==> src/hdl/ch2_pkg.sv <==
`default_nettype none

package ch2_pkg;

   // ------------------------------
   // vector types
   // ------------------------------
   typedef logic [15:0] ioreg_addr_t;    // cpu i/o register address
   typedef logic [7:0]  reg_byte_t;      // one sound register
   typedef logic [10:0] freq_t;          // {nr24[2:0], nr23}
   typedef logic [1:0]  duty_t;          // nr21[7:6]
   typedef logic [5:0]  length_t;        // nr21[5:0]
   typedef logic [3:0]  volume_t;        // envelope volume and sample
   typedef logic [2:0]  env_period_t;    // nr22[2:0]

   // ------------------------------
   // decoded channel settings
   // ------------------------------
   typedef struct packed {
      duty_t       duty;
      length_t     length;
      volume_t     env_init;     // nr22[7:4]
      logic        env_up;       // nr22[3]
      env_period_t env_period;
      freq_t       freq;
      logic        stop_en;      // nr24[6]
   } ch2_ctrl_t;

   // ------------------------------
   // register map
   // ------------------------------
   localparam ioreg_addr_t NR21_ADDR = 16'hFF16;   // duty, length
   localparam ioreg_addr_t NR22_ADDR = 16'hFF17;   // envelope
   localparam ioreg_addr_t NR23_ADDR = 16'hFF18;   // freq low, write only
   localparam ioreg_addr_t NR24_ADDR = 16'hFF19;   // restart, stop, freq high

   // envelope sequencing
   typedef enum logic [1:0] {
      ENV_IDLE,     // no restart seen yet
      ENV_RUN,      // stepping the volume
      ENV_HOLD      // saturated or fixed volume
   } env_state_t;

endpackage

`default_nettype wire

==> src/hdl/ch2_regs.sv <==
`timescale 1ns/1ns
`default_nettype none

module ch2_regs (
   input  wire                 I_CLK_33MHZ,
   input  wire                 I_RESET,
   input  ch2_pkg::ioreg_addr_t ioreg_addr,
   input  ch2_pkg::reg_byte_t  ioreg_wdata,
   input  wire                 ioreg_we,
   input  wire                 ioreg_re,
   output ch2_pkg::reg_byte_t  ioreg_rdata,
   output ch2_pkg::ch2_ctrl_t  ctrl,
   output logic                restart
);

   ch2_pkg::reg_byte_t nr21;
   ch2_pkg::reg_byte_t nr22;
   ch2_pkg::reg_byte_t nr23;
   ch2_pkg::reg_byte_t nr24;
   ch2_pkg::reg_byte_t rd_val;

   // ------------------------------
   // register writes
   // ------------------------------
   always_ff @(posedge I_CLK_33MHZ) begin
      if (I_RESET) begin
         nr21 <= '0;
         nr22 <= '0;
         nr23 <= '0;
         nr24 <= '0;
      end else if (ioreg_we) begin
         case (ioreg_addr)
            ch2_pkg::NR21_ADDR: nr21 <= ioreg_wdata;
            ch2_pkg::NR22_ADDR: nr22 <= ioreg_wdata;
            ch2_pkg::NR23_ADDR: nr23 <= ioreg_wdata;
            ch2_pkg::NR24_ADDR: nr24 <= {1'b0, ioreg_wdata[6:0]};  // trigger bit not kept
            default: ;
         endcase
      end
   end

   // one cycle after the nr24 write edge
   always_ff @(posedge I_CLK_33MHZ) begin
      if (I_RESET) begin
         restart <= 1'b0;
      end else begin
         restart <= ioreg_we && (ioreg_addr == ch2_pkg::NR24_ADDR) && ioreg_wdata[7];
      end
   end

   // ------------------------------
   // readback
   // ------------------------------
   always_comb begin
      case (ioreg_addr)
         ch2_pkg::NR21_ADDR: rd_val = {nr21[7:6], 6'h3F};        // duty only
         ch2_pkg::NR22_ADDR: rd_val = nr22;
         ch2_pkg::NR23_ADDR: rd_val = 8'hFF;                     // write only
         ch2_pkg::NR24_ADDR: rd_val = {1'b1, nr24[6], 6'h3F};    // stop bit only
         default:            rd_val = 8'hFF;
      endcase
   end

   always_ff @(posedge I_CLK_33MHZ) begin
      if (I_RESET) begin
         ioreg_rdata <= 8'hFF;
      end else if (ioreg_re) begin
         ioreg_rdata <= rd_val;   // held until the next read
      end
   end

   assign ctrl.duty       = nr21[7:6];
   assign ctrl.length     = nr21[5:0];
   assign ctrl.env_init   = nr22[7:4];
   assign ctrl.env_up     = nr22[3];
   assign ctrl.env_period = nr22[2:0];
   assign ctrl.freq       = {nr24[2:0], nr23};
   assign ctrl.stop_en    = nr24[6];

   // restart is a single-cycle event for every downstream block
   a_restart_pulse : assert property (@(posedge I_CLK_33MHZ) disable iff (I_RESET)
      restart |=> !restart);

   a_strobe_excl : assert property (@(posedge I_CLK_33MHZ) disable iff (I_RESET)
      !(ioreg_we && ioreg_re));

endmodule

`default_nettype wire

==> src/hdl/square_wave_gen.sv <==
`timescale 1ns/1ns
`default_nettype none

module square_wave_gen #(
   parameter int unsigned FREQ_PRESCALE = 4
) (
   input  wire              I_CLK_33MHZ,
   input  wire              I_RESET,
   input  ch2_pkg::freq_t   freq,
   input  ch2_pkg::duty_t   duty,
   input  wire              restart,
   output logic             wave_bit
);

   localparam int PRE_W = (FREQ_PRESCALE > 1) ? $clog2(FREQ_PRESCALE) : 1;

   logic [PRE_W-1:0] pre_cnt;
   logic             tick;
   ch2_pkg::freq_t   timer;
   logic             expire;
   logic [2:0]       step;
   logic [7:0]       pattern;

   // ------------------------------
   // prescaler and reload timer
   // ------------------------------
   assign tick   = (pre_cnt == PRE_W'(FREQ_PRESCALE - 1));
   assign expire = tick && (timer == '1);

   always_ff @(posedge I_CLK_33MHZ) begin
      if (I_RESET) begin
         pre_cnt <= '0;
         timer   <= '0;
         step    <= '0;
      end else if (restart) begin
         pre_cnt <= '0;
         timer   <= freq;
         step    <= '0;
      end else begin
         if (tick) begin
            pre_cnt <= '0;
         end else begin
            pre_cnt <= pre_cnt + 1'b1;
         end
         if (expire) begin
            timer <= freq;             // 2048 - freq counts per step
            step  <= step + 3'd1;
         end else if (tick) begin
            timer <= timer + 1'b1;
         end
      end
   end

   // ------------------------------
   // duty patterns, bit n is step n
   // ------------------------------
   always_comb begin
      case (duty)
         2'd0:    pattern = 8'b0000_0001;   // 12.5 %
         2'd1:    pattern = 8'b1000_0001;   // 25 %
         2'd2:    pattern = 8'b1000_0111;   // 50 %
         default: pattern = 8'b0111_1110;   // 75 %
      endcase
   end

   assign wave_bit = pattern[step];

   a_step_on_expire : assert property (@(posedge I_CLK_33MHZ) disable iff (I_RESET)
      (!expire && !restart) |=> (step == $past(step)));

endmodule

`default_nettype wire

==> src/hdl/length_timer.sv <==
`timescale 1ns/1ns
`default_nettype none

module length_timer #(
   parameter int unsigned TICKS_256HZ = 128906
) (
   input  wire               I_CLK_33MHZ,
   input  wire               I_RESET,
   input  ch2_pkg::length_t  length,
   input  wire               stop_en,
   input  wire               restart,
   output logic              active
);

   logic [31:0] remain;
   logic [31:0] load_val;

   // one less than the full count, active ends when remain hits zero
   assign load_val = (32'd64 - 32'(length)) * 32'(TICKS_256HZ) - 32'd1;

   always_ff @(posedge I_CLK_33MHZ) begin
      if (I_RESET) begin
         active <= 1'b0;
         remain <= '0;
      end else if (restart) begin
         active <= 1'b1;
         remain <= load_val;
      end else if (active) begin
         if (remain != '0) begin
            remain <= remain - 32'd1;
         end else if (stop_en) begin
            active <= 1'b0;   // length expired
         end
      end
   end

   // the channel only starts sounding through a register trigger
   a_rise_after_restart : assert property (@(posedge I_CLK_33MHZ) disable iff (I_RESET)
      $rose(active) |-> $past(restart));

endmodule

`default_nettype wire

==> src/hdl/envelope_mixer.sv <==
`timescale 1ns/1ns
`default_nettype none

module envelope_mixer #(
   parameter int unsigned TICKS_256HZ = 128906
) (
   input  wire                   I_CLK_33MHZ,
   input  wire                   I_RESET,
   input  wire                   wave_bit,
   input  wire                   active,
   input  ch2_pkg::volume_t      env_init,
   input  wire                   env_up,
   input  ch2_pkg::env_period_t  env_period,
   input  wire                   restart,
   output ch2_pkg::volume_t      sample
);

   ch2_pkg::env_state_t state;
   ch2_pkg::volume_t    volume;
   logic [31:0]         step_timer;
   logic [31:0]         step_load;
   logic                at_limit;

   // 64 Hz envelope clock times the step period
   assign step_load = 32'(env_period) * 32'd4 * 32'(TICKS_256HZ) - 32'd1;
   assign at_limit  = env_up ? (volume == 4'hF) : (volume == 4'h0);

   // ------------------------------
   // envelope FSM
   // ------------------------------
   always_ff @(posedge I_CLK_33MHZ) begin
      if (I_RESET) begin
         state      <= ch2_pkg::ENV_IDLE;
         volume     <= '0;
         step_timer <= '0;
      end else if (restart) begin
         volume     <= env_init;
         step_timer <= step_load;
         if (env_period != '0) begin
            state <= ch2_pkg::ENV_RUN;
         end else begin
            state <= ch2_pkg::ENV_HOLD;   // fixed volume
         end
      end else begin
         case (state)
            ch2_pkg::ENV_RUN: begin
               if (env_period == '0) begin
                  state <= ch2_pkg::ENV_HOLD;
               end else if (step_timer != '0) begin
                  step_timer <= step_timer - 32'd1;
               end else if (at_limit) begin
                  state <= ch2_pkg::ENV_HOLD;   // saturated at 0 or 15
               end else begin
                  step_timer <= step_load;
                  volume     <= env_up ? volume + 4'd1 : volume - 4'd1;
               end
            end
            default: ;   // idle and hold wait for restart
         endcase
      end
   end

   // ------------------------------
   // gated output sample
   // ------------------------------
   always_ff @(posedge I_CLK_33MHZ) begin
      if (I_RESET) begin
         sample <= '0;
      end else begin
         sample <= (active && wave_bit) ? volume : '0;
      end
   end

   a_step_in_run : assert property (@(posedge I_CLK_33MHZ) disable iff (I_RESET)
      (!restart && (state != ch2_pkg::ENV_RUN)) |=> (volume == $past(volume)));

endmodule

`default_nettype wire

==> src/hdl/sound_channel2.sv <==
`timescale 1ns/1ns
`default_nettype none

module sound_channel2 #(
   parameter int unsigned TICKS_256HZ   = 128906,
   parameter int unsigned FREQ_PRESCALE = 4
) (
   input  wire                  I_CLK_33MHZ,
   input  wire                  I_RESET,
   input  ch2_pkg::ioreg_addr_t ioreg_addr,
   input  ch2_pkg::reg_byte_t   ioreg_wdata,
   input  wire                  ioreg_we,
   input  wire                  ioreg_re,
   output ch2_pkg::reg_byte_t   ioreg_rdata,
   output ch2_pkg::volume_t     ch2_sample,
   output wire                  ch2_active
);

   ch2_pkg::ch2_ctrl_t ctrl;
   wire                restart;
   wire                wave_bit;

   ch2_regs u_regs (
      .I_CLK_33MHZ (I_CLK_33MHZ),
      .I_RESET     (I_RESET),
      .ioreg_addr  (ioreg_addr),
      .ioreg_wdata (ioreg_wdata),
      .ioreg_we    (ioreg_we),
      .ioreg_re    (ioreg_re),
      .ioreg_rdata (ioreg_rdata),
      .ctrl        (ctrl),
      .restart     (restart)
   );

   // ------------------------------
   // parallel channel blocks
   // ------------------------------
   square_wave_gen #(.FREQ_PRESCALE(FREQ_PRESCALE)) u_wave (
      .I_CLK_33MHZ (I_CLK_33MHZ),
      .I_RESET     (I_RESET),
      .freq        (ctrl.freq),
      .duty        (ctrl.duty),
      .restart     (restart),
      .wave_bit    (wave_bit)
   );

   length_timer #(.TICKS_256HZ(TICKS_256HZ)) u_length (
      .I_CLK_33MHZ (I_CLK_33MHZ),
      .I_RESET     (I_RESET),
      .length      (ctrl.length),
      .stop_en     (ctrl.stop_en),
      .restart     (restart),
      .active      (ch2_active)
   );

   envelope_mixer #(.TICKS_256HZ(TICKS_256HZ)) u_env (
      .I_CLK_33MHZ (I_CLK_33MHZ),
      .I_RESET     (I_RESET),
      .wave_bit    (wave_bit),
      .active      (ch2_active),
      .env_init    (ctrl.env_init),
      .env_up      (ctrl.env_up),
      .env_period  (ctrl.env_period),
      .restart     (restart),
      .sample      (ch2_sample)
   );

endmodule

`default_nettype wire

==> config.mk <==
export PLATFORM = sky130hd
export DESIGN_NAME = sound_channel2
export DESIGN_NICKNAME = d
export VERILOG_FILES = /design/src/hdl/ch2_pkg.sv /design/src/hdl/ch2_regs.sv /design/src/hdl/square_wave_gen.sv /design/src/hdl/length_timer.sv /design/src/hdl/envelope_mixer.sv /design/src/hdl/sound_channel2.sv
export SDC_FILE = /design/constraint.sdc
export NUM_CORES = 1
export LEC_CHECK = 0
export BUFFER_PORTS_ARGS = -buffer_cell sky130_fd_sc_hd__buf_2
export CELL_PAD_IN_SITES_DETAIL_PLACEMENT = 0
export CELL_PAD_IN_SITES_GLOBAL_PLACEMENT = 1
export CORE_MARGIN = 5
export CORE_UTILIZATION = 48
export DETAILED_ROUTE_END_ITERATION = 10
export GPL_ROUTABILITY_DRIVEN = 0
export GPL_TIMING_DRIVEN = 0
export PLACE_DENSITY_LB_ADDON = 0.1
export SLEW_MARGIN = 10
export SYNTH_ARGS = -nofsm -noshare
export SYNTH_HDL_FRONTEND = slang
export SYNTH_SLANG_ARGS = --single-unit
==> constraint.sdc <==
create_clock -name I_CLK_33MHZ -period 8.6 [get_ports I_CLK_33MHZ]
set_clock_uncertainty 0.1 [all_clocks]
set_input_delay 0.43 -clock I_CLK_33MHZ [delete_from_list [all_inputs] [get_ports I_CLK_33MHZ]]
set_output_delay 0.43 -clock I_CLK_33MHZ [all_outputs]
set_load 0.01 [all_outputs]
==> Word level (Yosys, flattened, before mapping) <==
Index checks and enable logic that the tools add are counted.
{ "totals": {"reg_bits": 131, "input_bits": 28, "out_inout_bits": 13, "elab_cells": 102} }
{ "op_classes": {"add_sub_neg": 10, "mul": 2, "n_lt_le_gt_ge": 1, "eq_ne": 15, "n_mux": 32, "n_bitwise": 1, "reduce_logical": 26} }
{ "op_table": {"columns": ["op", "count"], "rows": [
  ["$mux W32", 8],
  ["$sub A32 B1 Y32 const B", 3],
  ["$eq A16 B16 Y1 const B", 4],
  ["$reduce_bool A32 Y1", 2],
  ["$pmux W8 S3", 2],
  ["$mux W11", 3],
  ["$mul A32 B16 Y31 const B", 1],
  ["$mux W4", 6],
  ["$sub A23 B1 Y24 const B", 1],
  ["$mul A3 B16 Y19 const B", 1],
  ["$mux W2", 6],
  ["$add A11 B1 Y11 const B", 1],
  ["$eq A11 B11 Y1 const B", 1],
  ["$reduce_and A2 Y1", 5],
  ["$reduce_bool A3 Y1", 3],
  ["$sub A7 B6 Y8 const A", 1],
  ["$mux W1", 6],
  ["$ne A2 B2 Y1 const B", 3],
  ["$reduce_and A3 Y1", 2],
  ["$reduce_bool A2 Y1", 3],
  ["$add A4 B1 Y4 const B", 1],
  ["$eq A2 B1 Y1 const B", 2],
  ["$eq A2 B2 Y1 const B", 2],
  ["$eq A4 B4 Y1 const B", 1],
  ["15 further kinds", 19]
]} }

==> Longest topological paths before layout <==
{ "depth": {"word_depth": 7, "depth_mapped": 27, "mapped_depth_nobuf": 25} }

==> Hierarchy <==
Synthesis repeated with hierarchy kept, for this count alone.
{ "unflattened": {"cells_unflattened": 1396, "hier_area_um2": 11621.1} }
{ "by_module_without_submodules": {"columns": ["mod", "instances", "cells_each", "area_each_um2", "seq_area_each_um2"], "rows": [
  ["length_timer", 1, 652, 5368.9, 660.6],
  ["envelope_mixer", 1, 469, 3616.0, 840.8],
  ["ch2_regs", 1, 145, 1585.3, 740.7],
  ["square_wave_gen", 1, 130, 1051.0, 320.3]
]} }

==> Least setup slack after synthesis <==
Ideal clock, no wire load.
{ "synth_timing": {"kind": "register -> register", "startpoint": "reg u_regs.nr21[0]", "endpoint": "reg u_length.remain[26]", "setup_ns": 0.088, "arrival_time_ns": 6.858, "required_ns": 8.412, "slack_ns": 1.554, "stages_incl_launch_ff": 27, "n_path_buf": 2, "period_less_slack_ns": 7.046, "path_cell_list": "dfxtp_1 > buf_2 > inv_1 > ha_1 > nand2_1 > xor2_1 > inv_1 > fa_1 > inv_1 > ha_1 > ha_1 > inv_1 > fa_1 > inv_1 > fa_1 > ha_1 > ha_1 > buf_6 > and4_4 > a221o_1 > or3_4 > a221oi_2 > nand3b_2 > nor4_4 > and2_4 > nand3_1 > a311oi_2"} }
{ "synth_via": {"elab_chain_len": 4} }
{ "synth_lines": {"columns": ["element", "line_no", "source"], "rows": [
  ["start: declaration", "ch2_regs.sv:16", "ch2_pkg::reg_byte_t nr21;"],
  ["start signal: assignment", "ch2_regs.sv:33", "ch2_pkg::NR21_ADDR: nr21 <= ioreg_wdata;"],
  ["$sub A7 B6 Y8", "length_timer.sv:19", "assign load_val = (32'd64 - 32'(length)) * 32'(TICKS_256HZ) - 32'd1;"],
  ["$mul A32 B16 Y31", "length_timer.sv:19", null],
  ["$sub A32 B1 Y32", "length_timer.sv:19", null],
  ["$mux W32", "length_timer.sv:25", "end else if (restart) begin"],
  ["end signal: assignment", "length_timer.sv:27", "remain <= load_val;"],
  ["end signal: assignment", "length_timer.sv:30", "remain <= remain - 32'd1;"],
  ["end: declaration", "length_timer.sv:15", "logic [31:0] remain;"]
]} }
No other way between the ends.
A chain may end at the register's enable or synchronous reset.

==> Worst setup path after layout <==
{ "layout_timing": {"startpoint": "reg u_regs.nr21[0]", "endpoint": "reg u_length.remain[31]"} }
The elaborated chain is that of the path after synthesis.

==> summary by stage <==
Worst hold path
The worst hold path passes through 3 cells. The beginning of the worst hold path is ioreg_wdata[6]. The worst hold path terminates at u_regs.nr22[6]$_SDFFE_PP0P_. The worst min-delay path category is in2reg.

Route
The number of violations reported at the end of detailed-routing iteration 0 is 616. Detailed routing inserted a total of 9783 vias. Dividing the detail-routed wire length by the instance count gives 17.4 um. The number of optimization iterations in the first detailed-route pass is 5.

The routed design has 29500 um of wire. The number of remaining DRC errors is 0. Using the TritonRoute via totals, the vias-per-cell ratio works out to 5.78. Once detail routing completed, the nets flagged for antenna violations numbered 0.

Timing
Derived from the worst setup path, the maximum achievable clock frequency is between 100 and 150 MHz. Setup total negative slack on the finished layout was measured at 0 ns. The remaining max-slew budget at the tightest pin is ~40%.

The hold violation count in the final report is 0. The worst path in the final design needs a cycle of 7.97 ns, including I/O delays and setup. For the pin with the worst max-slew slack, the measured transition is 0.893 ns. Setup violations remaining at the end of the flow were counted as 0.

Setup repair after global routing left no endpoint under its margin. The number of pins exceeding their max-slew limit in the final report is 0. The final critical path takes up 92.7% of the cycle.

Global route
The maximum number of pins on one net before global-route repair is 17. The first global-routing pass estimated 48500 um of wire. For this run, the total global-route usage over all layers was measured as 22.9%. The via count of the first global-routing pass is between 9000 and 10000. Global routing finished with a remaining overflow of 0.

The initial antenna violation count is 0.

Critical path
STA puts the critical path data required time at 8.85 ns. The maximum net fanout on the critical path is 7. The nature of the critical path startpoint is a flop. The register-to-register path setup slack is approximately 0.63 ns.

The logic depth of the worst register-to-register path is 22. The critical path data arrival time is 8.22 ns. In this run the critical register-to-register path is launched from u_regs.nr21[0]$_SDFFE_PP0P_. The type of destination of the critical path is a flop. The end of the worst register-to-register path is u_length.remain[31]$_SDFFE_PP0P_. The timing startpoint of the critical path is u_regs.nr21[0]$_SDFFE_PP0P_. The kind of critical path is reg2reg.

Layout
From synthesis to final layout, the design area changed by 10.5%. Cells with a size suffix above 1 make up 7.88% of the layout. The number of diodes added for antenna fixing is 0. Counting the fill cells in the layout gives approximately 2200. The count of placed standard cells in the final layout, fillers left out is around 1700.

For this run, the post-layout net count is 1573. The area of the multi-input gates is 0.00775 mm^2. Registers take about 0.0026 mm^2. The cell area after layout is approximately 0.012 mm^2.

Logic synthesis
Counting every net in the synthesized netlist gives 1517. The post-synthesis async set-or-reset flop share is 0%. The number of distinct library cells after synthesis is 91.

The cell area after synthesis is 0.0109 mm^2. The sequential-to-total area share from yosys stat is 23.5%. During synthesis, Yosys emitted a total of 0 warnings. The most instantiated flip-flop cell in the synthesis netlist is dfxtp_1. The synthesized instance count is about 1300. The post-synthesis sequential element count is 128. In this run, synthesis inferred 0 flip-flops with an integrated enable. A synthesized cell averages between 8 and 9 um^2.

Clock tree
The TritonCTS clock tree is done. The count of hold-fix buffers inserted at cts is 0. The post-cts repair resize count is 0.

The maximum count of clock buffers along a single path is 2. The root buffer cell chosen for the clock tree is clkbuf_16. After clock tree synthesis, the clock-pin slew on the worst setup and hold paths is 0.07 ns. The tree built by TritonCTS fans out to 128 sinks. The number of setup buffers added after CTS is 0.

The maximum level of the CTS H-tree is 4. Clock latency on the worst-skew pair, taken at its later pin, is 0.43 ns. TritonCTS created 17 clock buffers.

Pwr
The power per standard cell area is 114 mW/mm^2. The leakage dissipation is 5.43 nW. IR analysis of the VDD net gives a maximum drop of 0.0000939 V.

Floorplanning
The die covers 0.0258 mm^2. The area of the core region is ~0.023 mm^2. The initialized floorplan defines 55 standard-cell rows.

The effective utilization at floorplan is between 40% and 50%. In this run the horizontal extent of the chip is around 160 um. The die is about 160 um tall. During I/O placement, the number of pins put on the boundary was 41.

Placement
The placed instances occupy a cell area of 0.0114 mm^2. After detailed placement, the design holds a cell count of 1662. The total half-perimeter wirelength after legalization and detailed placement is 23000 um. The count of buffers inserted at the top-level ports is 37.

Job
The number of max-capacitance violations reported is 0.

Outcome
The run finished with clean final reports.
## synthesized netlist by cell type (all sizes together) (4+ instances only)
cell type | n | area share, %
nor2 | 160 | 5.5
dfxtp | 128 | 24
ha | 117 | 13
inv | 93 | 3.2
o21ai | 79 | 3.6
nand2 | 78 | 2.7
a21oi | 73 | 3.4
nor3 | 67 | 3.1
xnor2 | 48 | 3.9
clkbuf | 46 | 1.6
xor2 | 44 | 3.5
mux2i | 36 | 3.3
a211oi | 35 | 2.6
fa | 32 | 5.9
nand3 | 28 | 1.3
or3 | 20 | 1.2
nor4 | 15 | 1.1
a21o | 14 | 0.96
and2 | 13 | 0.77
and3 | 13 | 0.75
nand2b | 13 | 0.75
nor3b | 13 | 0.94
o211ai | 13 | 0.94
or4 | 13 | 0.96
a22oi | 12 | 0.83
buf | 11 | 0.60
o22ai | 11 | 0.63
a31oi | 10 | 0.57
nand4 | 9 | 0.52
or2 | 9 | 0.52
a311oi | 8 | 0.76
o21a | 8 | 0.55
a221oi | 7 | 0.62
nor2b | 7 | 0.40
nand3b | 4 | 0.31
## through the flow
stage	util [%]	power, mW	hold slack (ns)	worst slack, ns
final	53.5	1.37	0.203	0.631
after global routing	53.5	1.41	0.229	0.197
after CTS	53.5	1.38	0.193	0.586
after detailed placement	50.8	0.645	0.321	0.608
after global placement	50.8	0.645	0.319	0.624
after floorplan	-	0.626	0.308	1.55
## worst max path at each step
stage | to | slack [ns] | cells past startpoint
CTS | u_length.remain[26]$_SDFFE_PP0P_ | 0.59 | 27
global route | u_length.remain[27]$_SDFFE_PP0P_ | 0.20 | 27
global placement | u_length.remain[26]$_SDFFE_PP0P_ | 0.62 | 27
floorplan | u_length.remain[26]$_SDFFE_PP0P_ | 1.55 | 26
detailed placement | u_length.remain[26]$_SDFFE_PP0P_ | 0.61 | 27
finish | u_length.remain[31]$_SDFFE_PP0P_ | 0.63 | 22
## kinds of logic after synthesis
family                   count (synthesis)  synth area share [%]
adder cells (fa/ha/maj)                150                  19.4
flip-flops                             128                  23.5
AND/OR/NAND/NOR                        478                  22.3
AO/OA/AOI/OAI                          304                  18.4
buffers and inverters                  151                  5.42
XOR/XNOR                                93                  7.67
multiplexers                            36                  3.31
## layout by cell type (no fill, tap or decap), drive strengths merged, types with 9 or more instances in the layout
cell | synthesis | final
or2 | 9 | 9
nand4 | 9 | 9
xor2 | 44 | 44
nor3 | 67 | 67
ha | 117 | 117
nand2b | 13 | 13
nand2 | 78 | 78
nand3 | 28 | 28
a211oi | 35 | 35
and3 | 13 | 13
or4 | 13 | 13
clkbuf | 46 | 64
nor2 | 160 | 160
a21oi | 73 | 73
a31oi | 10 | 10
a21o | 14 | 14
o21ai | 79 | 79
fa | 32 | 32
xnor2 | 48 | 48
or3 | 20 | 20
nor3b | 13 | 13
nor4 | 15 | 15
a22oi | 12 | 12
buf | 11 | 48
mux2i | 36 | 36
o22ai | 11 | 11
and2 | 13 | 13
o211ai | 13 | 13
inv | 93 | 97
dfxtp | 128 | 128
## power by group
| group | total [mW] | switching (mW) | internal [mW] |
|---|---|---|---|
| clock network | 0.740 | 0.301 | 0.439 |
| registers | 0.596 | 0.00118 | 0.595 |
| logic | 0.0357 | 0.0253 | 0.0104 |
## critical path: stages (launching register included)
cell and delay, ns:
dfxtp_1 0.47, buf_2 0.23, inv_1 0.15, ha_1 0.30, nand2_1 0.14, xor2_1 0.61
inv_1 0.18, fa_1 0.43, inv_1 0.12, fa_1 0.44, ha_1 0.34, fa_1 0.49
fa_1 0.49, ha_1 0.31, ha_1 0.38, a21o_1 0.22, o41ai_1 0.79, o2111ai_1 0.28
a21o_1 0.28, o21ai_0 0.16, nor3b_1 0.46, nand3_1 0.31, a21oi_1 0.22
## per-layer routing
metal,vias to the layer above,global-route usage [%],wire [um]
li1,4902,-,-
met1,4637,31.3,13700
met2,202,38.3,14200
met3,42,3.10,1190
met4,0,5.87,485
met5,-,0,0
## cell type report
type | count | share of cell area [%]
tap | 285 | 2.96
sequential | 128 | 21.3
clock inverter | 14 | 1.30
timing repair buffer | 37 | 1.54
inverter | 94 | 2.93
buffer | 57 | 1.97
multi-input combinational | 1061 | 64.4
clock buffer | 18 | 3.65
## sequential cells by signal (all words and copies together) (netlist names), 4 cells and up
name,count
u_wave.timer,11
u_regs.nr23,8
u_env.step_timer,32
u_env.volume,4
u_regs.nr22,8
u_env.sample,4
u_regs.nr21,8
u_regs.ioreg_rdata,8
u_regs.nr24,4
u_length.remain,32
Power figures use the tool's default switching activity.
